===== config.mk =====
export PLATFORM = sky130hd
export DESIGN_NAME = icache_sram
export DESIGN_NICKNAME = d
export VERILOG_FILES = /design/src/rtl/icache_sram.sv
export SDC_FILE = /design/constraint.sdc
export NUM_CORES = 1
export LEC_CHECK = 0
export CAP_MARGIN = 5
export CORE_MARGIN = 1
export CORE_UTILIZATION = 48
export DETAILED_ROUTE_END_ITERATION = 12
export DONT_BUFFER_PORTS = 1
export GPL_TIMING_DRIVEN = 0
export SLEW_MARGIN = 40
export SYNTH_ARGS = -nofsm -noshare
export SYNTH_HDL_FRONTEND = slang
export SYNTH_SLANG_ARGS = --single-unit

===== constraint.sdc =====
create_clock -name clk_i -period 1.5 [get_ports clk_i]
set_input_delay 0.375 -clock clk_i [delete_from_list [all_inputs] [get_ports clk_i]]
set_output_delay 0.375 -clock clk_i [all_outputs]
set_load 0.005 [all_outputs]

===== src/rtl/icache_sram.sv =====
`timescale 1ns/1ps
`default_nettype none

module icache_sram #(
  parameter int unsigned NUM_ENTRIES = 16,
  parameter type         entry_t     = logic [31:0]
) (
  input  logic                           clk_i,
  input  logic                           rst_ni,
  input  logic                           req_i,
  input  logic                           we_i,
  input  logic [$clog2(NUM_ENTRIES)-1:0] addr_i,
  input  entry_t                         wdata_i,
  output entry_t                         rdata_o
);

  // one entry per set
  entry_t mem_q [NUM_ENTRIES];
  entry_t rdata_q;

  // write port, single access per cycle
  always_ff @(posedge clk_i) begin
    if (req_i && we_i) begin
      mem_q[addr_i] <= wdata_i;
    end
  end

  // read data is registered and held until the next read
  // writes leave it alone so a pending lookup keeps its view of the set
  always_ff @(posedge clk_i or negedge rst_ni) begin
    if (!rst_ni) begin
      rdata_q <= '0;
    end else if (req_i && !we_i) begin
      rdata_q <= mem_q[addr_i];
    end
  end

  assign rdata_o = rdata_q;

endmodule

`default_nettype wire


# Word level (Yosys, flattened, before mapping)
# Memory sizes are Yosys's and may differ from the RTL's. A register that Yosys moved wholly into a read port is not among the register bits.
# Cells that the tools add are included.
[totals] reg_bits=0 latch_bits=0 ramBits=512 rom_bits=0 in_bits=40 out_inout_bits=32 elab_cells=7 n_memories=1
[op_classes] add_sub_neg=0 mul=0 n_div=0 order_cmp=0 eq_ne=0 shift=0 muxes=2 n_bitwise=0 reduce_logical=4
[mem_list] name="mem_q" words=16 width=32 read_ports=1 rd_clocked_by_memory_dff=1 wr=1 line_no="18" text="entry_t mem_q [NUM_ENTRIES];"
[op_table] op="1-bit logical AND" count=2
[op_table] op="1-bit logical NOT" count=2
[op_table] op="1-bit 2-to-1 mux" count=2

# Logic depth before layout (Yosys ltp)
[logic_depth] word_depth=3 depth_mapped=7 ltp_nobuf=4

# Worst setup path after synthesis
# OpenSTA, ideal clock, no wires.
[synth_path] path_kind="in2reg" from="input port addr_i[0]" to="memory mem_q[0][0] in the netlist's numbering, enable pin" setup_time_ns=0.461 arrival_ns=3.270 t_required_ns=1.039 setup_slack_ns=-2.231 cell_stages=6 n_path_buf=3 cell_sequence="buf_6 > buf_6 > buf_4 > nor2_1 > nand3_1 > nor3_1"
[synth_lines] element="start, declared" line_no="12" text="input logic [$clog2(NUM_ENTRIES)-1:0] addr_i,"
[synth_lines] element="end, declared" line_no="18"
# No word-level cell before the write port.

# Final worst setup path
[layout_path] from="input port addr_i[2]" to="memory mem_q[12][16] in the netlist's numbering, enable pin"
# No word-level cell before the write port.

==> impl_metrics.tcl <==
set metrics [dict create \
    r2r_start "mem_q[12][25]$_DFFE_PP_" \
    startpoint_type "input port" \
    worst_setup_path_end_kind "flop" \
    grt_pass1_wl_um 72200 \
    antenna_left 0 \
    ys_types 30 \
    finalPower_w 0.0321 \
    status "completed" \
    antenna_found_initial 0 \
    powerDensity_nw_per_um2 1290 \
    layout_common_cells "edfxtp_1, mux2i_1, clkbuf_16" \
    rows 75 \
    syn_area_per_cell_um2 19.8 \
    rsz0062_at_grt "false" \
    slew_headroom_pct 45.4 \
    finalWirelength_um 49200 \
    grt_max_degree 33 \
    vdd_drop_max_mv 0.968 \
    r2r_slack_ns 0.16 \
    hold_path_class "in -> reg" \
    grtUsageTotal_pct 23.0 \
    start_util_pct 49.0 \
    drv_cap 0 \
    layout_commonest_cell "edfxtp_1" \
    hold_path.startpoint "addr_i[1]" \
    portBuffers 0 \
    hold_violations 0 \
    syn_area_um2 20700 \
    synth_top_cell_area_share_pct 74.3 \
    cts_made_buffers 55 \
    dp_hpwl_um 31100 \
    pin_count 72 \
    clk_latency_ns 0.60 \
    utilization_pct 58.8 \
    ys_warn_count 0 \
    ff2ff_path_depth 3 \
    leakage_nw 8.40 \
    cp.arrival_ns 1.75 \
    drt_iter0_drc 949 \
    h-tree-depth 2 \
    grt_pass1_vias 10811 \
    syn_to_final_growth_pct 19.9 \
    vias_per_cell 5.86 \
    crit_required_ns 1.79 \
    die_h_um 210 \
    drt_pass1_iterations 5 \
    drv_slew 0 \
    max_freq_mhz 681 \
    ys_seq_elements 544 \
    synthesis.instances 1045 \
    grt_overflow 0 \
    wl_per_cell_um 27.4 \
    diodes 0 \
    die_area_um2 44000 \
    cts_tree "built" \
    fin_nets 1248 \
    drc 0 \
    finalSetupViolCount 0 \
    yosys-top-cells-area "edfxtp_1, mux2i_1, mux4_2" \
    cts_buffer_depth 3 \
    root_buffer "clkbuf_16" \
    clk_pin_slew_ns 0.06 \
    hold_depth 3 \
    fillers 3106 \
    drive_above_1_share_pct 22.7 \
    design.core.area_um2 42200 \
    yosysTopAreaCell "edfxtp_1" \
    path_class "in -> reg" \
    skew_ns 0.0108 \
    fp.dieW_um 210 \
    layout_worst_path_cycle_share_pct 97.8 \
    cts.sinks 544 \
    r2r_end "rdata_o[25]$_DFFE_PN0P_" \
    gp_congestion 0.766 \
    worstPathMaxFanout 14 \
    fin_crit_ns 1.47 \
    whs_endpoint "rdata_o[5]$_DFFE_PN0P_" \
    synth-seq-area-share_pct 78.1 \
    syn_nets 1085 \
    vias 10504 \
    worstMarginPinSlew_ns 0.819 \
]
-- worst max path at each step --
stage,startpoint,end,cells past startpoint
after floorplan,addr_i[0],mem_q[1][0]$_DFFE_PP_,5
after CTS,addr_i[0],mem_q[0][23]$_DFFE_PP_,8
after global placement,addr_i[0],mem_q[1][16]$_DFFE_PP_,5
after global routing,addr_i[3],rdata_o[29]$_DFFE_PN0P_,6
after detailed placement,addr_i[0],mem_q[9][17]$_DFFE_PP_,7
final,addr_i[2],mem_q[12][16]$_DFFE_PP_,7
-- worst max-delay path, cell delays in order --
cell and delay [ns]:
buf_6 0.11, buf_2 0.33, clkbuf_16 0.26, nand2_4 0.11, nor2_4 0.13, buf_8 0.21, buf_16 0.19
-- area by class of cell --
type	count	area (µm²)	area share, %
Clock buffer	76	1550	6.23
Timing Repair Buffer	107	1440	5.79
Multi-Input combinational cell	440	4280	17.3
Buffer	60	493	1.99
Clock inverter	27	214	0.862
Sequential cell	544	16200	65.2
Tap cell	539	674	2.72
-- Yosys cell counts (all sizes together) --
master and n:
edfxtp 512, mux2i 148, nor2 66, mux4 54, buf 45, o22ai 42, a31oi 32, dfrtp 32
a221oi 21, o21ai 21, clkbuf 16, nand2 12, a22oi 11, o221a 11, nand3 4, nor2b 4
nor3 4, and2 2, nand2b 2, nand3b 2, nand4b 1, or2 1, or3 1, or3b 1
-- sequential cells by signal, summed over array words and instances, names as in the netlist --
register and flops:
rdata_o 32, mem_q 512
-- cell families after synthesis --
| group | after synthesis | synth area share [%] |
|---|---|---|
| buffers and inverters | 61 | 2.10 |
| multiplexers | 202 | 13.0 |
| AO/OA/AOI/OAI | 138 | 4.63 |
| AND/OR/NAND/NOR | 100 | 2.10 |
| flip-flops | 544 | 78.1 |
-- report_power, final --
| part | leakage [nW] | internal (W) | total [W] | switching (W) |
|---|---|---|---|---|
| combinational | 2.58 | 0.000672 | 0.00169 | 0.00102 |
| sequential | 4.97 | 0.0169 | 0.0171 | 0.000181 |
| clock | 0.858 | 0.00771 | 0.0133 | 0.00558 |
-- per-stage QoR --
stage	setup slack, ns	hold WS (ns)	TNS, ns	instance area [µm²]	instances
after floorplan	-0.997	0.0794	-374.73	20900	1045
after global placement	-2.19	0.0815	-880.27	21600	1584
after detailed placement	-1.17	0.0812	-422.14	22400	1626
after CTS	0.00197	0.189	0	24800	1793
after global routing	0.00275	0.241	0	24800	1793
final	0.0325	0.216	0	24800	1793
-- layer usage --
| metal | wire length, µm | vias to the layer above | GRT usage [%] |
|---|---|---|---|
| met1 | 21200 | 5466 | 32.2 |
| met2 | 23700 | 333 | 36.6 |
| met3 | 3140 | 83 | 4.61 |
| met5 | 0 | - | 0 |
| li1 | - | 4622 | - |
| met4 | 1160 | 0 | 6.87 |
-- repair_timing --
action	in CTS	in global routing
resized for setup	5	9
pin swaps	15	3
setup endpoints to repair	449	92
hold buffers	34	0
hold endpoints to repair	544	0
cloned	0	0
buffers inserted	30	1
Note: power is estimated with default switching activity, not from simulation.
