==> src/rtl/icache_pkg.sv <==
`default_nettype none

package icache_pkg;

  ////////////////////
  // geometry
  ////////////////////

  // physical address and fetch word
  localparam int unsigned ADDR_WIDTH     = 32;
  localparam int unsigned FETCH_WIDTH    = 32;
  // one line holds four fetch words
  localparam int unsigned LINE_WIDTH     = 128;
  localparam int unsigned OFFSET_WIDTH   = 4;
  // word index inside a line
  localparam int unsigned WORD_SEL_WIDTH = OFFSET_WIDTH - 2;
  localparam int unsigned NUM_SETS       = 16;
  localparam int unsigned INDEX_WIDTH    = 4;
  localparam int unsigned TAG_WIDTH      = ADDR_WIDTH - INDEX_WIDTH - OFFSET_WIDTH;
  // top address bit selects the non-cacheable region
  localparam int unsigned NC_BIT         = 31;
  // way fields cover up to 8 ways
  localparam int unsigned WAY_WIDTH      = 3;

  ////////////////////
  // port payloads
  ////////////////////

  typedef struct packed {
    logic [ADDR_WIDTH-1:0] paddr;
  } fetch_req_t;

  typedef struct packed {
    logic [ADDR_WIDTH-1:0]  paddr;
    logic [FETCH_WIDTH-1:0] data;
  } fetch_rsp_t;

  // line-aligned refill, way is the victim picked for the fill
  typedef struct packed {
    logic [ADDR_WIDTH-1:0] paddr;
    logic                  nc;
    logic [WAY_WIDTH-1:0]  way;
  } refill_req_t;

  typedef enum logic {
    RTRN_ACK = 1'b0,
    RTRN_INV = 1'b1
  } rtrn_type_e;

  // memory return, either a whole refill line or an invalidation
  typedef struct packed {
    rtrn_type_e             rtype;
    logic [LINE_WIDTH-1:0]  data;
    logic [INDEX_WIDTH-1:0] inv_idx;
    logic [WAY_WIDTH-1:0]   inv_way;
    logic                   inv_all;
  } mem_rtrn_t;

  // tag array entry
  typedef struct packed {
    logic                 valid;
    logic [TAG_WIDTH-1:0] tag;
  } tag_entry_t;

  typedef logic [LINE_WIDTH-1:0] line_t;

endpackage

`default_nettype wire
==> src/rtl/icache_way_select.sv <==
`timescale 1ns/1ps
`default_nettype none

module icache_way_select #(
  parameter int unsigned NUM_WAYS = 4
) (
  input  logic                                  clk_i,
  input  logic                                  rst_ni,
  input  icache_pkg::tag_entry_t [NUM_WAYS-1:0] tag_rdata_i,
  input  icache_pkg::line_t [NUM_WAYS-1:0]      line_rdata_i,
  input  logic [icache_pkg::TAG_WIDTH-1:0]      tag_i,
  input  logic [icache_pkg::WORD_SEL_WIDTH-1:0] word_sel_i,
  input  logic                                  alloc_i,
  output logic                                  hit_o,
  output logic [icache_pkg::FETCH_WIDTH-1:0]    hit_word_o,
  output logic [icache_pkg::WAY_WIDTH-1:0]      repl_way_o
);
  import icache_pkg::*;

  localparam int unsigned WAY_IDX_WIDTH = $clog2(NUM_WAYS);

  logic [NUM_WAYS-1:0]  way_valid;
  logic [NUM_WAYS-1:0]  way_hit;
  logic                 all_valid;
  logic [WAY_WIDTH-1:0] inv_way;
  logic [WAY_WIDTH-1:0] rnd_way;
  logic [7:0]           lfsr_q;
  logic                 lfsr_fb;

  ////////////////////
  // tag compare
  ////////////////////

  for (genvar w = 0; w < NUM_WAYS; w++) begin : gen_cmp
    assign way_valid[w] = tag_rdata_i[w].valid;
    // only a valid entry can hit
    assign way_hit[w]   = tag_rdata_i[w].valid && (tag_rdata_i[w].tag == tag_i);
  end

  assign hit_o = |way_hit;

  // word of the hit way, lowest way wins if two ever match
  always_comb begin
    hit_word_o = '0;
    for (int w = NUM_WAYS - 1; w >= 0; w--) begin
      if (way_hit[w]) begin
        hit_word_o = line_rdata_i[w][word_sel_i*FETCH_WIDTH +: FETCH_WIDTH];
      end
    end
  end

  ////////////////////
  // replacement
  ////////////////////

  assign all_valid = &way_valid;

  // lowest-numbered invalid way
  always_comb begin
    inv_way = '0;
    for (int w = NUM_WAYS - 1; w >= 0; w--) begin
      if (!way_valid[w]) begin
        inv_way = WAY_WIDTH'(w);
      end
    end
  end

  // 8-bit fibonacci lfsr, x^8 + x^6 + x^5 + x^4 + 1
  assign lfsr_fb = lfsr_q[7] ^ lfsr_q[5] ^ lfsr_q[4] ^ lfsr_q[3];

  // only moves when a full set takes a new line
  always_ff @(posedge clk_i or negedge rst_ni) begin
    if (!rst_ni) begin
      lfsr_q <= 8'hff;
    end else if (alloc_i && all_valid) begin
      lfsr_q <= {lfsr_q[6:0], lfsr_fb};
    end
  end

  // low lfsr bits index the way, upper way bits stay zero
  assign rnd_way = WAY_WIDTH'(lfsr_q[WAY_IDX_WIDTH-1:0]);

  assign repl_way_o = all_valid ? rnd_way : inv_way;

endmodule

`default_nettype wire

==> config.mk <==
export PLATFORM = sky130hd
export DESIGN_NAME = icache_way_select
export DESIGN_NICKNAME = d
export VERILOG_FILES = /design/src/rtl/icache_pkg.sv /design/src/rtl/icache_way_select.sv
export SDC_FILE = /design/constraint.sdc
export NUM_CORES = 1
export LEC_CHECK = 0
export ABC_AREA = 1
export BUFFER_PORTS_ARGS = -buffer_cell sky130_fd_sc_hd__buf_4
export CAP_MARGIN = 20
export CORE_AREA = 3 3 266 268
export CTS_CLUSTER_DIAMETER = 50
export DETAILED_ROUTE_END_ITERATION = 10
export DIE_AREA = 0 0 269 271
export GPL_TIMING_DRIVEN = 0
export HOLD_SLACK_MARGIN = 0.15
export SETUP_SLACK_MARGIN = 0.3
export SYNTH_ARGS = -nofsm -noshare
export SYNTH_HDL_FRONTEND = slang
export SYNTH_SLANG_ARGS = --single-unit
export TNS_END_PERCENT = 50
==> constraint.sdc <==
create_clock -name clk_i -period 4.2 [get_ports clk_i]
set_input_delay 0.42 -clock clk_i [delete_from_list [all_inputs] [get_ports clk_i]]
set_output_delay 0.42 -clock clk_i [all_outputs]
set_load 0.02 [all_outputs]
## Word level (Yosys, flattened, before mapping)

Index checks and enable logic that the tools add are counted.

| cells by class | value |
|---|---|
| shift-type cells | 4 |
| bitwise logic cells | 3 |
| multiplexer cells | 9 |
| equality and inequality tests | 4 |
| reductions and logical operators | 7 |

Operator list:

| operator | count |
|---|---|
| 128-bit by 8-bit indexed part select with 32-bit output | 4 |
| 32-bit 2-to-1 mux | 4 |
| 24-bit equality test | 4 |
| 3-bit 2-to-1 mux | 4 |
| 1-bit logical AND | 5 |
| 4-bit AND reduction | 1 |
| 4-bit OR reduction | 1 |
| 1-bit bitwise XOR | 3 |
| 2-bit 2-to-1 mux | 1 |

| storage, ports and cells | value |
|---|---|
| input bits | 641 |
| output and inout bits | 36 |
| bits in registers | 8 |
| logic and storage cells | 28 |

## Logic depth before layout (Yosys ltp)

| depth | value |
|---|---|
| depth after elaboration | 6 |
| depth in mapped cells | 14 |
| gate-level depth less buffers | 13 |

## Worst setup path after synthesis

Ideal clock, no wire load.

| timing path | value |
|---|---|
| kind | input port to output port |
| start point | in tag_i[16] (netlist name) |
| end point | out hit_word_o[11] (netlist name) |
| path buffers | 2 |
| required time | 3.780 ns |
| stages on the path | 9 |
| data arrival time | 1.750 ns |
| slack | 2.030 ns |
| path through | buf_2 -> xnor2_1 -> nand2_1 -> nor2_1 -> nand3_2 -> nor2_4 -> clkbuf_4 -> a21oi_1 -> a21oi_1 |

| between the ends | value |
|---|---|
| word-level cells in the longest chain between the ends | 6 |
| elaborated cells between the ends (all ways) | 12 |
| classes of those cells | eq/ne (4); mux (4); reduce/logical (4) |

RTL lines:

| item | RTL line | text |
|---|---|---|
| from (decl) | icache_way_select.sv:11 | `input logic [icache_pkg::TAG_WIDTH-1:0] tag_i,` |
| 24-bit equality test | icache_way_select.sv:37 | `assign way_hit[w] = tag_rdata_i[w].valid && (tag_rdata_i[w].tag == tag_i);` |
| 1-bit logical AND | icache_way_select.sv:37 |  |
| 32-bit 2-to-1 mux (3 in series) | icache_way_select.sv:46 | `if (way_hit[w]) begin` |
| 32-bit 2-to-1 mux * | icache_way_select.sv:46 |  |
| to (decl) | icache_way_select.sv:15 | `output logic [icache_pkg::FETCH_WIDTH-1:0] hit_word_o,` |

Every way passes the cells marked *; elsewhere a longest branch is shown, timed or not.

## Worst setup path after layout

| timing path | value |
|---|---|
| start point | in word_sel_i[1] (netlist name) |
| end point | out hit_word_o[12] (netlist name) |

| between the ends | value |
|---|---|
| word-level cells in the longest chain between the ends | 5 |
| elaborated cells between the ends (all ways) | 8 |
| classes of those cells | shift (4); mux (4) |

RTL lines:

| item | RTL line | text |
|---|---|---|
| from (decl) | icache_way_select.sv:12 | `input logic [icache_pkg::WORD_SEL_WIDTH-1:0] word_sel_i,` |
| 128-bit by 8-bit indexed part select with 32-bit output | icache_way_select.sv:47 | `hit_word_o = line_rdata_i[w][word_sel_i*FETCH_WIDTH +: FETCH_WIDTH];` |
| 32-bit 2-to-1 mux (3 in series) | icache_way_select.sv:46 |  |
| 32-bit 2-to-1 mux * | icache_way_select.sv:46 |  |

Marked as above.

==> summary.txt <==
Status
  • Status: finished, final reports clean

Logic synthesis
  • Most frequent cell after synthesis: nor2_1
  • Share of flip-flops with an asynchronous set or reset: 100%
  • Area contributors post-synth: o21ai_0 (18%), nor2_1 (17%), nand2_1 (13%), o22ai_1 (8.6%), nand3_1 (5.3%)
  • Synth Instances: 1417
  • Syn avg cell area: 4.96 um^2
  • #FFs+latches synth: 8
  • Register area share after synthesis: 2.99%
  • Syn Nets: 2058
  • Post-synth top cells: nor2_1 (327), o21ai_0 (251), nand2_1 (235)
  • Post-synth EDFFs: 0
  • Synth top area share: 17.9%
  • Post-Syn Area: 7030 um^2
  • Yosys top cell by area: o21ai_0
  • YS warnings: 0
  • Yosys cell types: 36
  • Primary FF master, synth: dfstp_2

Critical path
  • Crit-path max FO: 11
  • CP required: 3.78 ns
  • Crit end category: primary output
  • CP Buf/Inv Count: 5
  • CP startpoint kind: input port
  • Cell family with most CP delay: buffers and inverters
  • Worst path cell trace: buf_4 -> inv_2 -> buf_2 -> clkbuf_1 -> o21ai_0 -> o22ai_1 -> nand3_1 -> nand2_1 -> nand2_1 -> a21oi_1 -> buf_4
  • CP arrival: 2.99 ns
  • Worst Setup Path Type: input port to primary output
  • Largest stage delay on the critical path: 0.55 ns
  • Critical-path top delay cell: clkbuf_1

CTS
  • Clock H-tree levels: 1
  • Root buffer cell: clkbuf_16
  • Clock sink total: 8
  • CTS tree: done
  • CTS hold repair buffers: 0
  • PostCTS Resize Cnt: 0
  • CTS Buf Count: 3
  • Number of post-CTS setup repair buffers: 0
  • Longest Clk Path Bufs: 2
  • Clk_lat worst skew: 0.23 ns
  • Clock Pin Slew Worst Setup and Hold Paths: 0.04 ns

Timing
  • TNS Setup: 0 ns
  • Hold Fails Final Rpt: 0
  • Tcrit/Tclk final: 81.1%
  • Setup-failing EPs final: 0
  • Slew @ Worst Pin: 0.991 ns
  • Fmax: 0.293 GHz
  • Fin. max-slew vios: 0
  • Clk_skew: 0.00213 ns
  • Setup WS post-layout: 0.792 ns
  • Min cycle time layout: 3.41 ns
  • Slew HR: 33.9%
  • RSZ-0062 raised after global routing: no

Power and ir drop
  • Power per standard cell area: 109 nW/um^2
  • Pint: 0.812 mW
  • Switching Power: 0.636 mW
  • Sw frac: 43.9%
  • Max VDD drop: 0.000241 V
  • Clk pwr share: 10.9%
  • Pwr Total: 1.45 mW
  • Leakage: 6.47 nW
  • Sequential share of power: 7.4%
  • Comb pwr share: 81.8%

Finish
  • Final Util: 19.4%
  • Area occupied by multi-input gates: 5730 um^2
  • Share of layout cells above drive strength 1: 38.6%
  • Final net count: 2733
  • Largest register FFs: 8
  • # fillers: 8096
  • Top flop regs: lfsr_q: 8 flops
  • Largest reg by FF count: lfsr_q
  • Layout area overhead: 89.7%
  • Register Area: 210 um^2

Placed design
  • Place WS: 0.769 ns
  • Port bufs: 670
  • GPL Wtd Cong: 0.895
  • Hpwl dp: 69000 um

Route
  • DRT Pass-1 Iters: 5
  • Drt wl/cell: 25.8 um
  • Post-route ant nets: 0
  • DRT iter0 DRCs: 888
  • Vias: 13100
  • # DRC: 0
  • Routed WL: 78200 um
  • DR vias/cell: 4.32

Floorplan
  • # rows: 96
  • Chip Height: 271 um
  • Initial Util: 10.3%
  • Die Footprint: 72900 um^2
  • Die Wd: 269 um
  • Top-Level Pins: 677
  • Core Region: 68600 um^2

Global route
  • Initial antenna violation count: 32
  • Maximum number of pins on one net before global-route repair: 11
  • Grt ovf: 0
  • Vias in the first global route: 13000
  • Tot GR Track Use: 20.0%
  • First-pass GRT wire length: 101000 um

Job
  • Number of max-cap violations: 0

Min path
  • Min-delay worst type: input port to asynchronous set/reset pin
==> per-stage QoR <==
step                      cells  instance area (um^2)  hold slack, ns
after floorplan            1417                  7030           0.272
after global placement     3018                 13200           0.430
after detailed placement   3018                 13200           0.428
after CTS                  3021                 13300           0.187
after global routing       3029                 13300           0.194
final                      3035                 13300           0.184
==> power by group through the flow <==
stage	clock network, mW	logic [mW]	registers (mW)
5_1_grt	0.163	1.28	0.109
4_1_cts	0.159	1.19	0.106
3_5_place_dp	0	1.18	0.107
6_report	0.157	1.18	0.107
3_3_place_gp	0	1.18	0.107
2_1_floorplan	0	0.431	0.105
==> kinds of logic after synthesis <==
group	share of synthesized area, %
compound gates	38.8
simple gates	37.6
xor+xnor	4.48
mux	0.641
flops	2.99
buf+inv	15.5
other cells	0.0533
==> worst paths after layout <==
kind	to	depth (start not counted)	slack [ns]	start
min	lfsr_q[2]	1	0.18	rst_ni
max reg2reg	lfsr_q[0]	3	3.18	lfsr_q[5]
min reg2reg	lfsr_q[6]	2	0.46	lfsr_q[6]
max	hit_word_o[12]	11	0.79	word_sel_i[1]
min in group clk_i	lfsr_q[6]	2	0.46	lfsr_q[6]
max in group asynchronous	lfsr_q[6]	1	3.99	rst_ni
==> cell type report <==
class	instances	share of cell area [%]
Tap cell	931	8.73
Timing Repair Buffer	670	37.7
Buffer	117	5.21
Clock buffer	3	0.563
Inverter	105	2.96
Antenna cell	14	0.263
Multi-Input combinational cell	1187	43.0
Sequential cell	8	1.58
==> layout by cell type (no fill, tap or decap), types with 34 or more instances in the layout <==
| master | instances |
|---|---|
| buf_4 | 696 |
| nor2_1 | 327 |
| o21ai_0 | 251 |
| nand2_1 | 235 |
| o22ai_1 | 97 |
| nand3_1 | 74 |
| inv_1 | 71 |
| a21oi_1 | 66 |
| o21ai_1 | 41 |
| clkbuf_1 | 39 |
| buf_2 | 34 |
==> metal layers <==
metal | track usage, % | up-vias | wire [um]
li1 | - | 6125 | -
met1 | 23.3 | 6031 | 30600
met2 | 36.2 | 797 | 38000
met3 | 4.71 | 131 | 6650
met4 | 5.85 | 20 | 2760
met5 | 0 | - | 124
Note: power is estimated with default switching activity, not from simulation.
